$ cat src/common/pcs_pkg.sv
package pcs_pkg;

        // One 64b/66b block
        typedef struct packed {
                logic [1:0]  sh;        // Sync header
                logic [63:0] payload;
        } pcs_block_t;

        // Block plus marker flag set by the lane checkers
        typedef struct packed {
                pcs_block_t blk;
                logic       am;         // Tagged as alignment marker
        } pcs_tagged_t;

        // Legal sync headers, 00 and 11 are illegal
        localparam logic [1:0] SH_DATA = 2'b01;
        localparam logic [1:0] SH_CTRL = 2'b10;

        // All-idle control block, type byte in bit-reversed order as on the line
        localparam pcs_block_t PCS_IDLE = '{
                sh:      SH_CTRL,
                payload: 64'he000_0000_0000_0000
        };

        // Common part of every lane marker
        localparam logic [63:0] AM_BASE = 64'hc168_2100_3e97_de00;

        // Marker payload of one lane
        function automatic logic [63:0] am_pattern(input int unsigned lane);
                logic [7:0] lane_byte;
                lane_byte = lane[7:0];                  // Lane number in low byte
                return {AM_BASE[63:8], lane_byte};
        endfunction

endpackage
$ cat src/pcs_rx_backend.sv
`timescale 1ns/1ps

module pcs_rx_backend
        import pcs_pkg::*;
#(
        parameter int N_LANES         = 4,
        parameter int AM_BLOCK_PERIOD = 16
)
(
        input  logic               i_clock,
        input  logic               i_rst_n,
        input  logic               i_valid,
        input  pcs_block_t         i_block,
        output logic               o_valid,
        output pcs_block_t         o_block,
        output logic [N_LANES-1:0] o_lane_locked
);

        logic [N_LANES-1:0] lane_valid;                 // Distributor to checkers
        pcs_block_t         lane_block [N_LANES];
        logic [N_LANES-1:0] chk_valid;                  // Checkers to merger
        pcs_tagged_t        chk_tagged [N_LANES];
        logic               mrg_valid;
        pcs_tagged_t        mrg_tagged;
        logic               ctrl_state;

        lane_distributor #(
                .N_LANES (N_LANES)
        ) lane_distributor_inst (
                .i_clock      (i_clock),
                .i_rst_n      (i_rst_n),
                .i_valid      (i_valid),
                .i_block      (i_block),
                .o_lane_valid (lane_valid),
                .o_lane_block (lane_block)
        );

        // One marker checker per virtual lane
        for (genvar i = 0; i < N_LANES; i++)
        begin : g_lane
                lane_am_checker #(
                        .LANE            (i),
                        .AM_BLOCK_PERIOD (AM_BLOCK_PERIOD)
                ) lane_am_checker_inst (
                        .i_clock  (i_clock),
                        .i_rst_n  (i_rst_n),
                        .i_valid  (lane_valid[i]),
                        .i_block  (lane_block[i]),
                        .o_valid  (chk_valid[i]),
                        .o_tagged (chk_tagged[i]),
                        .o_locked (o_lane_locked[i])
                );
        end

        lane_merger #(
                .N_LANES (N_LANES)
        ) lane_merger_inst (
                .i_clock       (i_clock),
                .i_rst_n       (i_rst_n),
                .i_lane_valid  (chk_valid),
                .i_lane_tagged (chk_tagged),
                .o_valid       (mrg_valid),
                .o_tagged      (mrg_tagged)
        );

        clock_comp_rx #(
                .N_LANES         (N_LANES),
                .AM_BLOCK_PERIOD (AM_BLOCK_PERIOD)
        ) clock_comp_rx_inst (
                .i_clock      (i_clock),
                .i_rst_n      (i_rst_n),
                .i_valid      (mrg_valid),
                .i_tagged     (mrg_tagged),
                .i_ctrl_state (ctrl_state),
                .o_valid      (o_valid),
                .o_block      (o_block)
        );

        // Watches the compensated output
        rx_block_fsm rx_block_fsm_inst (
                .i_clock      (i_clock),
                .i_rst_n      (i_rst_n),
                .i_valid      (o_valid),
                .i_block      (o_block),
                .o_ctrl_state (ctrl_state)
        );

endmodule

$ cat src/rx_block_fsm.sv
`timescale 1ns/1ps

module rx_block_fsm
        import pcs_pkg::*;
(
        input  logic       i_clock,
        input  logic       i_rst_n,
        input  logic       i_valid,
        input  pcs_block_t i_block,
        output logic       o_ctrl_state
);

        typedef enum logic [1:0] {RX_C, RX_D, RX_E} state_t;

        state_t state;

        assign o_ctrl_state = (state == RX_C);

        always_ff @(posedge i_clock)
        begin
                if (!i_rst_n)
                        state <= RX_C;                  // Link starts between packets
                else if (i_valid)
                begin
                        case (i_block.sh)
                        SH_CTRL:
                                state <= RX_C;          // Also the way out of error
                        SH_DATA:
                                if (state != RX_E)
                                        state <= RX_D;
                        default:
                                state <= RX_E;          // Illegal header
                        endcase
                end
        end

endmodule

$ cat src/clock_comp/clock_comp_rx.sv
`timescale 1ns/1ps

module clock_comp_rx
        import pcs_pkg::*;
#(
        parameter int N_LANES         = 4,
        parameter int AM_BLOCK_PERIOD = 16
)
(
        input  logic        i_clock,
        input  logic        i_rst_n,
        input  logic        i_valid,
        input  pcs_tagged_t i_tagged,
        input  logic        i_ctrl_state,           // Output stream is in a control run
        output logic        o_valid,
        output pcs_block_t  o_block
);

        localparam int PERIOD = N_LANES * AM_BLOCK_PERIOD;
        localparam int PER_W  = $clog2(PERIOD);
        localparam int CNT_W  = $clog2(N_LANES + 1) + 1;       // Room for carry-over

        logic [PER_W-1:0] period_cnt;
        logic [CNT_W-1:0] drop_cnt;                     // Markers dropped
        logic [CNT_W-1:0] idle_cnt;                     // Idles inserted
        logic [CNT_W-1:0] drop_nxt;
        logic [CNT_W-1:0] idle_nxt;
        logic             period_end;
        logic             am_drop;
        logic             fifo_write;
        logic             fifo_read;
        logic             fifo_empty;
        logic             rd_req;                       // Output slot owed one cycle after input
        logic             idle_insert;
        pcs_block_t       fifo_data;

        assign am_drop    = i_valid && i_tagged.am;
        assign fifo_write = i_valid && !i_tagged.am;    // Markers never enter the FIFO
        assign period_end = i_valid && (period_cnt == PER_W'(PERIOD - 1));

        // Idle only where the receive FSM expects control blocks
        assign idle_insert = rd_req && (drop_cnt > idle_cnt) && i_ctrl_state;
        assign fifo_read   = rd_req && !idle_insert;

        assign drop_nxt = drop_cnt + CNT_W'(am_drop);
        assign idle_nxt = idle_cnt + CNT_W'(idle_insert);

        always_ff @(posedge i_clock)
        begin
                if (!i_rst_n)
                begin
                        period_cnt <= '0;
                        drop_cnt   <= '0;
                        idle_cnt   <= '0;
                        rd_req     <= 1'b0;
                        o_valid    <= 1'b0;
                end
                else
                begin
                        rd_req  <= i_valid;
                        o_valid <= rd_req;
                        if (period_end)
                        begin
                                period_cnt <= '0;
                                drop_cnt   <= drop_nxt - idle_nxt;      // Carry unpaid markers
                                idle_cnt   <= '0;
                        end
                        else
                        begin
                                if (i_valid)
                                        period_cnt <= period_cnt + 1'b1;
                                drop_cnt <= drop_nxt;
                                idle_cnt <= idle_nxt;
                        end
                end
        end

        always_ff @(posedge i_clock)
        begin
                if (rd_req)
                        o_block <= idle_insert ? PCS_IDLE : fifo_data;
        end

        sync_fifo #(
                .DEPTH              (32),
                .WR_PTR_AFTER_RESET (1)
        ) sync_fifo_inst (
                .i_clock  (i_clock),
                .i_rst_n  (i_rst_n),
                .i_write  (fifo_write),
                .i_read   (fifo_read),
                .i_data   (i_tagged.blk),
                .o_data   (fifo_data),
                .o_empty  (fifo_empty),
                .o_full   ()
        );

        // An owed slot that is not an idle needs a block in the FIFO
        a_no_underflow: assert property (@(posedge i_clock) disable iff (!i_rst_n)
                (rd_req && !idle_insert) |-> !fifo_empty);

endmodule

$ cat src/lane_merger.sv
`timescale 1ns/1ps

module lane_merger
        import pcs_pkg::*;
#(
        parameter int N_LANES = 4
)
(
        input  logic                 i_clock,
        input  logic                 i_rst_n,
        input  logic [N_LANES-1:0]   i_lane_valid,
        input  pcs_tagged_t          i_lane_tagged [N_LANES],
        output logic                 o_valid,
        output pcs_tagged_t          o_tagged
);

        localparam int PTR_W = (N_LANES > 1) ? $clog2(N_LANES) : 1;

        logic [PTR_W-1:0] lane_ptr;                     // Same order as the distributor
        logic             lane_hit;

        assign lane_hit = i_lane_valid[lane_ptr];

        always_ff @(posedge i_clock)
        begin
                if (!i_rst_n)
                begin
                        lane_ptr <= '0;
                        o_valid  <= 1'b0;
                end
                else
                begin
                        o_valid <= lane_hit;
                        if (lane_hit)
                        begin
                                if (lane_ptr == PTR_W'(N_LANES - 1))
                                        lane_ptr <= '0;
                                else
                                        lane_ptr <= lane_ptr + 1'b1;
                        end
                end
        end

        always_ff @(posedge i_clock)
        begin
                if (lane_hit)
                        o_tagged <= i_lane_tagged[lane_ptr];
        end

        // Lanes must arrive in strict round-robin order
        a_lane_order: assert property (@(posedge i_clock) disable iff (!i_rst_n)
                (i_lane_valid != '0) |-> (i_lane_valid == (N_LANES'(1) << lane_ptr)));

endmodule

$ cat src/lane_am/lane_am_checker.sv
`timescale 1ns/1ps

module lane_am_checker
        import pcs_pkg::*;
#(
        parameter int LANE            = 0,
        parameter int AM_BLOCK_PERIOD = 16
)
(
        input  logic        i_clock,
        input  logic        i_rst_n,
        input  logic        i_valid,
        input  pcs_block_t  i_block,
        output logic        o_valid,
        output pcs_tagged_t o_tagged,
        output logic        o_locked
);

        localparam int CNT_W = $clog2(AM_BLOCK_PERIOD);

        typedef enum logic [1:0] {ST_HUNT, ST_ONE, ST_LOCK} state_t;

        state_t           state;
        logic [CNT_W-1:0] blk_cnt;                      // Lane blocks since last marker
        logic             am_match;
        logic             am_slot;
        logic             am_tag;

        // Marker is a control block with this lane's payload
        assign am_match = (i_block.sh == SH_CTRL) && (i_block.payload == am_pattern(LANE));
        assign am_slot  = (blk_cnt == CNT_W'(AM_BLOCK_PERIOD - 1));    // Expected marker position
        assign am_tag   = (state == ST_LOCK) && am_slot && am_match;
        assign o_locked = (state == ST_LOCK);

        always_ff @(posedge i_clock)
        begin
                if (!i_rst_n)
                begin
                        state   <= ST_HUNT;
                        blk_cnt <= '0;
                        o_valid <= 1'b0;
                end
                else
                begin
                        o_valid <= i_valid;
                        if (i_valid)
                        begin
                                blk_cnt <= blk_cnt + 1'b1;
                                case (state)
                                ST_HUNT:
                                        if (am_match)
                                        begin
                                                state   <= ST_ONE;      // First marker found
                                                blk_cnt <= '0;
                                        end
                                ST_ONE:
                                        if (am_slot && am_match)
                                        begin
                                                state   <= ST_LOCK;     // Second one a period later
                                                blk_cnt <= '0;
                                        end
                                        else if (am_match)
                                                blk_cnt <= '0;          // Restart from newer marker
                                        else if (am_slot)
                                                state <= ST_HUNT;
                                default:
                                        if (am_slot)
                                        begin
                                                blk_cnt <= '0;
                                                if (!am_match)
                                                        state <= ST_HUNT;       // Lost marker
                                        end
                                endcase
                        end
                end
        end

        always_ff @(posedge i_clock)
        begin
                if (i_valid)
                        o_tagged <= '{blk: i_block, am: am_tag};        // Block is unchanged
        end

endmodule

$ cat src/lane_distributor.sv
`timescale 1ns/1ps

module lane_distributor
        import pcs_pkg::*;
#(
        parameter int N_LANES = 4
)
(
        input  logic                 i_clock,
        input  logic                 i_rst_n,
        input  logic                 i_valid,
        input  pcs_block_t           i_block,
        output logic [N_LANES-1:0]   o_lane_valid,
        output pcs_block_t           o_lane_block [N_LANES]
);

        localparam int PTR_W = (N_LANES > 1) ? $clog2(N_LANES) : 1;

        logic [PTR_W-1:0] lane_ptr;                     // Lane that takes the next block

        // Pointer and one-hot lane valids
        always_ff @(posedge i_clock)
        begin
                if (!i_rst_n)
                begin
                        lane_ptr     <= '0;
                        o_lane_valid <= '0;
                end
                else
                begin
                        o_lane_valid <= '0;
                        if (i_valid)
                        begin
                                o_lane_valid[lane_ptr] <= 1'b1;
                                // Wrap after last lane
                                if (lane_ptr == PTR_W'(N_LANES - 1))
                                        lane_ptr <= '0;
                                else
                                        lane_ptr <= lane_ptr + 1'b1;
                        end
                end
        end

        always_ff @(posedge i_clock)
        begin
                if (i_valid)
                        o_lane_block[lane_ptr] <= i_block;      // Only the selected lane
        end

        a_one_lane: assert property (@(posedge i_clock) disable iff (!i_rst_n)
                $onehot0(o_lane_valid));

endmodule

$ cat src/clock_comp/sync_fifo.sv
`timescale 1ns/1ps

module sync_fifo
        import pcs_pkg::*;
#(
        parameter int DEPTH              = 32,  // Power of two
        parameter int WR_PTR_AFTER_RESET = 1
)
(
        input  logic       i_clock,
        input  logic       i_rst_n,
        input  logic       i_write,
        input  logic       i_read,
        input  pcs_block_t i_data,
        output pcs_block_t o_data,
        output logic       o_empty,
        output logic       o_full
);

        localparam int AW = $clog2(DEPTH);

        pcs_block_t    mem [DEPTH];
        logic [AW-1:0] wr_ptr;
        logic [AW-1:0] rd_ptr;
        logic [AW-1:0] rd_addr;
        logic [AW-1:0] level;

        // Read side trails the write pointer by the reset offset
        assign rd_addr = rd_ptr + AW'(WR_PTR_AFTER_RESET);
        assign level   = wr_ptr - rd_addr;              // Entries held
        assign o_empty = (level == '0);
        assign o_full  = (level == AW'(DEPTH - 1));
        assign o_data  = mem[rd_addr];                  // Show-ahead

        always_ff @(posedge i_clock)
        begin
                if (!i_rst_n)
                begin
                        wr_ptr <= AW'(WR_PTR_AFTER_RESET);
                        rd_ptr <= '0;
                end
                else
                begin
                        if (i_write)
                                wr_ptr <= wr_ptr + 1'b1;
                        if (i_read)
                                rd_ptr <= rd_ptr + 1'b1;
                end
        end

        always_ff @(posedge i_clock)
        begin
                if (i_write)
                        mem[wr_ptr] <= i_data;
        end

        a_no_overflow: assert property (@(posedge i_clock) disable iff (!i_rst_n)
                i_write |-> !o_full);

        a_no_empty_read: assert property (@(posedge i_clock) disable iff (!i_rst_n)
                i_read |-> !o_empty);

endmodule

$ cat config.mk
export PLATFORM = sky130hd
export DESIGN_NAME = pcs_rx_backend
export DESIGN_NICKNAME = d
export VERILOG_FILES = /design/src/common/pcs_pkg.sv /design/src/pcs_rx_backend.sv /design/src/rx_block_fsm.sv /design/src/clock_comp/clock_comp_rx.sv /design/src/lane_merger.sv /design/src/lane_am/lane_am_checker.sv /design/src/lane_distributor.sv /design/src/clock_comp/sync_fifo.sv
export SDC_FILE = /design/constraint.sdc
export NUM_CORES = 2
export LEC_CHECK = 0
export BUFFER_PORTS_ARGS = -buffer_cell sky130_fd_sc_hd__buf_2
export CAP_MARGIN = 10
export CORE_MARGIN = 3
export CORE_UTILIZATION = 40
export CTS_BUF_LIST = sky130_fd_sc_hd__clkbuf_2 sky130_fd_sc_hd__clkbuf_4 sky130_fd_sc_hd__clkbuf_8
export CTS_CLUSTER_DIAMETER = 150
export CTS_CLUSTER_SIZE = 25
export DETAILED_ROUTE_END_ITERATION = 8
export GPL_TIMING_DRIVEN = 0
export PLACE_DENSITY = 0.6
export SYNTH_ARGS = -nofsm -noshare
export SYNTH_HDL_FRONTEND = slang
export SYNTH_HIERARCHICAL = 1
export SYNTH_SLANG_ARGS = --single-unit
$ cat constraint.sdc
create_clock -name i_clock -period 5.5 [get_ports i_clock]
set_input_delay 1.1 -clock i_clock [delete_from_list [all_inputs] [get_ports i_clock]]
set_output_delay 1.1 -clock i_clock [all_outputs]
set_load 0.005 [all_outputs]
* After elaboration in Yosys (flattened, before gate mapping)
Memories as Yosys holds them, arrays and structs flattened. A register that Yosys moved wholly into a read port is not among the register bits.
Cells that the tools add are included.
** Word-level totals
- Bits of input ports :: 69
- Memories :: 1
- Output and inout bits :: 71
- RAM bits :: 2112
- Register bits :: 664
- Logic and storage cells :: 216
** Operators by class
- Reductions and logical operators :: 42
- Bitwise operators :: 3
- $add $sub $neg :: 12
- Multiplexer cells :: 61
- Magnitude comparators :: 7
- Equality and inequality tests :: 43
** Memory list
- clock_comp_rx_inst.sync_fifo_inst.mem :: words 32, width 66, rd ports 1, clocked after memory_dff 1, write ports 1, RTL line sync_fifo.sv:22 : pcs_block_t mem [DEPTH];
** Operator list (count)
- $bwmux 264 :: 1
- $eq 64x64->1 const B :: 4
- $bmux 67 s2 :: 1
- $mux 67 :: 2
- $demux 66 s2 :: 1
- $mux 66 :: 1
- $mux 2 :: 27
- $mux 4 :: 13
- $pmux 4 s2 :: 4
- $logic_and 1x1->1 :: 24
- $ne 3x3->1 const B :: 8
- $reduce_and 6->1 :: 4
- $eq 2x2->1 const B :: 11
- $pmux 2 s2 :: 5
- $add 4x1->4 const B :: 4
- $eq 4x4->1 const B :: 4
- $ne 3x1->1 const B :: 4
- $reduce_bool 3->1 :: 4
- $add 5x1->5 const B :: 2
- $eq 2x1->1 const B :: 5
- $logic_not 2->1 :: 5
- $ne 2x1->1 const B :: 5
- $add 4x1->4 :: 2
- $add 6x1->6 const B :: 1
- other kinds (17) :: 26

* Depth between registers and ports, before layout
- Word-level depth :: 6
- Gate-level depth with buffers :: 17
- Depth with buffers taken out :: 16

* Cells and area by module
Netlist, hierarchy kept.
** By module, submodules not included
- sync_fifo :: cells each 3430, area each 81658.3 µm², sequential area each 63621.0 µm², times used 1
- lane_distributor :: cells each 291, area each 8230.4 µm², sequential area each 8047.7 µm², times used 1
- lane_am_checker (g_lane[1].lane_am_checker_inst ...) :: cells each 162, area each 2763.9 µm², sequential area each 2152.1 µm², times used 2
- lane_merger :: cells each 168, area each 3883.7 µm², sequential area each 2072.0 µm², times used 1
- clock_comp_rx :: cells each 234, area each 3330.7 µm², sequential area each 2302.2 µm², times used 1
- lane_am_checker (g_lane[0].lane_am_checker_inst) :: cells each 162, area each 2781.4 µm², sequential area each 2152.1 µm², times used 1
- lane_am_checker (g_lane[3].lane_am_checker_inst) :: cells each 162, area each 2758.9 µm², sequential area each 2152.1 µm², times used 1
- rx_block_fsm :: cells each 11, area each 106.4 µm², sequential area each 40.0 µm², times used 1

* Least setup slack after synthesis
Ideal clock, no wire load.
- Kind :: register to register
- Start :: register lane_merger_inst.lane_ptr[0]
- End :: register lane_merger_inst/o_tagged[0] (netlist name) (enable)
- Arrival :: 4.104 ns
- Required time :: 4.978 ns
- Clock period less this slack :: 4.627 ns
- Stages on the path, launching flop included :: 4
- Path buffers :: 1
- Setup slack :: 0.873 ns
- Cell sequence :: dfxtp_1 > buf_6 > mux2i_1 > mux2i_1
** On the way
- Longest elaborated chain between the ends :: 2
** Ends and longest elaborated chain
- from (decl) :: RTL line lane_merger.sv:19 : logic [PTR_W-1:0] lane_ptr;
- from (signal assigned) :: RTL line lane_merger.sv:39 : lane_ptr <= lane_ptr + 1'b1;
- $bmux 1 s2 :: RTL line lane_merger.sv:22 : assign lane_hit = i_lane_valid[lane_ptr];
- $mux 1 (implied by the code) :: RTL line lane_merger.sv:22
- via lane_merger_inst.lane_hit :: RTL line lane_merger.sv:20 : logic lane_hit;
- to (signal assigned) :: RTL line lane_merger.sv:47 : o_tagged <= i_lane_tagged[lane_ptr];
- to (decl) :: RTL line lane_merger.sv:14 : output pcs_tagged_t o_tagged
The timed path passes the listed nets, and every way through them passes these cells. The select of a mux whose other input is x is not followed.
A chain may end at the register's enable or synchronous reset.

* Final worst setup path
- Start :: register clock_comp_rx_inst.idle_cnt[1]
- End :: register clock_comp_rx_inst.drop_cnt[3]
** On the way
- Longest elaborated chain between the ends :: 6
** Ends and longest elaborated chain
- from (decl) :: RTL line clock_comp_rx.sv:25 : logic [CNT_W-1:0] idle_cnt;
- from (signal assigned) :: RTL line clock_comp_rx.sv:73 : idle_cnt <= idle_nxt;
- $gt 4x4->1 :: RTL line clock_comp_rx.sv:42 : assign idle_insert = rd_req && (drop_cnt > idle_cnt) && i_ctrl_state;
- $logic_and 1x1->1 (2 in series) :: RTL line clock_comp_rx.sv:42
- via clock_comp_rx_inst.idle_insert :: RTL line clock_comp_rx.sv:34 : logic idle_insert;
- $add 4x1->4 :: RTL line clock_comp_rx.sv:46 : assign idle_nxt = idle_cnt + CNT_W'(idle_insert);
- $sub 4x4->4 :: RTL line clock_comp_rx.sv:65 : drop_cnt <= drop_nxt - idle_nxt;
- $mux 4 :: RTL line clock_comp_rx.sv:62 : if (period_end)
- to (signal assigned) :: RTL line clock_comp_rx.sv:65
- to (signal assigned) :: RTL line clock_comp_rx.sv:72 : drop_cnt <= drop_nxt;
- to (decl) :: RTL line clock_comp_rx.sv:24 : logic [CNT_W-1:0] drop_cnt;
The timed path passes the listed nets, and every way through them passes these cells.

==> results.cfg <==
[setup_path]
crit_arrival_ps = 5610
start_kind = flip-flop
cp-end-kind = flip-flop
required_ps = 6390
timing_worst_setup_path_type = flip-flop to flip-flop
path_max_fanout = 10

[die]
start_util = 0.403
core_region_area_um2 = 268000
die_h_um = 526
row_count = 190
fp.dieW_um = 526
ios = 140
die_area_um2 = 276000

[sta]
rsz0062_at_grt = false
worst_clock_skew_ps = 66.1
hold_viol_final = 0
maxClockFrequency_ghz = 0.212
fin_crit_ps = 4720
finalSetupViolCount = 0
finalCritPeriodShare = 0.858
slew_headroom = 0.162
whs_ps = 322
worst_pin_slew_ps = 1260
drv_slew = 0

[run_status]
status = finished clean

[layout]
syn_to_final_growth_pct = 9.36
num-fill-cells = 22500
nets = 5232
layout_commonest_cell = edfxtp_1
fin_cells = 8763
drive_gt1_frac = 0.258
final_cell_mix = 2777 x edfxtp_1, 595 x mux4_2, 218 x buf_2

[global_routing]
antenna_found_initial = 23
track_usage = 0.188
grt.overflow.total = 0
grt_pass1_wl_mm = 377
grt_pass1_vias = 50500
grt_max_degree = 55

[run]
cap_viol_max_count = 0

[clock_tree]
htree_num_levels = 4
clkTransAtPathRegs_ps = 140
ctsRootBufferMaster = clkbuf_8
cts_made_buffers = 132
post_cts_buffers = 0
cts_repair_resize_count = 0
ctsHoldBuffers = 0
clock_latency_ps = 980
cts_tree = built
cts_sinks = 2842
clockBufferDepth = 3

[logic_synthesis]
synth_cells = 4753
yosysWarnings = 6
syn_nets = 4851
synth_area_um2 = 108000
avgSynthCellArea_um2 = 22.7

[hold_path]
hold_class = input pin to flip-flop

[detailed_routing]
drc = 0
vias = 49700
drt-initial-drc-count = 5627
vias_per_cell = 5.68
dr.pass1.iters = 6
drt-total-wl_mm = 263
ant_nets = 0
wl_per_cell_um = 30.0

[placed_design]
dpl.hpwl_mm = 179
place_congestion = 0.849
place_inst = 8552
io_buffers = 139

[pwr]
leakagePower_nw = 34.9
vdd_ir_drop_max_mv = 0.176
p_per_area_nw_per_um2 = 285
[critical path, cell delays in order (launching register included)]
cell and delay [ps]:
dfxtp_1 380, inv_1 50, ha_1 280, nor2b_1 130, o21a_1 160, o21a_1 190, o2111ai_4 640, clkbuf_1 930
inv_1 120, ha_1 250, ha_1 190, xnor2_1 280, ha_1 320, a21oi_1 140, o21ai_0 110, xor2_1 170
a21oi_1 140, and3b_1 180
[worst paths after layout]
check / depth (start not counted) / from / slack (ps) / endpoint
worst max-delay path: 17 / clock_comp_rx_inst/idle_cnt[1] / 780 / clock_comp_rx_inst/drop_cnt[3]
worst min-delay path: 1 / i_block[64] / 320 / lane_distributor_inst/o_lane_block[64]
worst max register to register: 17 / clock_comp_rx_inst/idle_cnt[1] / 780 / clock_comp_rx_inst/drop_cnt[3]
worst min register to register: 0 / lane_distributor_inst/o_lane_block[155] / 460 / g_lane[1].lane_am_checker_inst/o_tagged[24]
[stage by stage]
step                 util  worst slack [ps]  area (um2)  setup TNS (ps)  power (mW)
global route        0.440               456      118000               0        34.7
CTS                 0.440               698      118000               0        33.9
global placement    0.422             -3400      113000        -5820970        25.3
floorplan               -               873      108000               0        24.9
finish              0.440               783      118000               0        33.6
detailed placement  0.431               674      116000               0        25.3
[flip-flops by register name, summed over array words and instances, names as in the netlist, 4 cells and up]
name	flops
clock_comp_rx_inst/sync_fifo_inst/mem	2112
g_lane.lane_am_checker_inst/o_tagged	268
lane_distributor_inst/o_lane_block	264
lane_merger_inst/o_tagged	67
clock_comp_rx_inst/o_block	66
g_lane.lane_am_checker_inst/blk_cnt	16
g_lane.lane_am_checker_inst/state	8
clock_comp_rx_inst/period_cnt	6
clock_comp_rx_inst/sync_fifo_inst/rd_ptr	5
clock_comp_rx_inst/sync_fifo_inst/wr_ptr	5
clock_comp_rx_inst/drop_cnt	4
clock_comp_rx_inst/idle_cnt	4
g_lane.lane_am_checker_inst/o_valid	4
lane_distributor_inst/o_lane_valid	4
[layout make-up]
class / instances / area, um2 / area share
Inverter: 21 / 78.8 / 0.000667
Clock inverter: 14 / 131 / 0.00111
Clock buffer: 184 / 2220 / 0.0188
Buffer: 229 / 1500 / 0.0127
Tap cell: 3552 / 4440 / 0.0376
Timing Repair Buffer: 247 / 3000 / 0.0254
Sequential cell: 2842 / 84700 / 0.717
Antenna cell: 13 / 32.5 / 0.000275
Multi-Input combinational cell: 1661 / 22100 / 0.187
[power breakdown]
part | internal (mW) | switching (mW) | total [mW]
combinational | 0.332 | 0.470 | 0.803
clock | 2.66 | 6.16 | 8.82
sequential | 23.8 | 0.241 | 24.0
total | 26.8 | 6.87 | 33.6
[metal layers]
metal | vias to the layer above | share of wire | GRT usage
li1 | 20600 | - | -
met1 | 27000 | 0.43 | 0.271
met2 | 1816 | 0.48 | 0.304
met3 | 276 | 0.070 | 0.0292
met4 | 12 | 0.023 | 0.0442
met5 | - | 0.00032 | 0
Note: power is estimated with default switching activity, not from simulation.
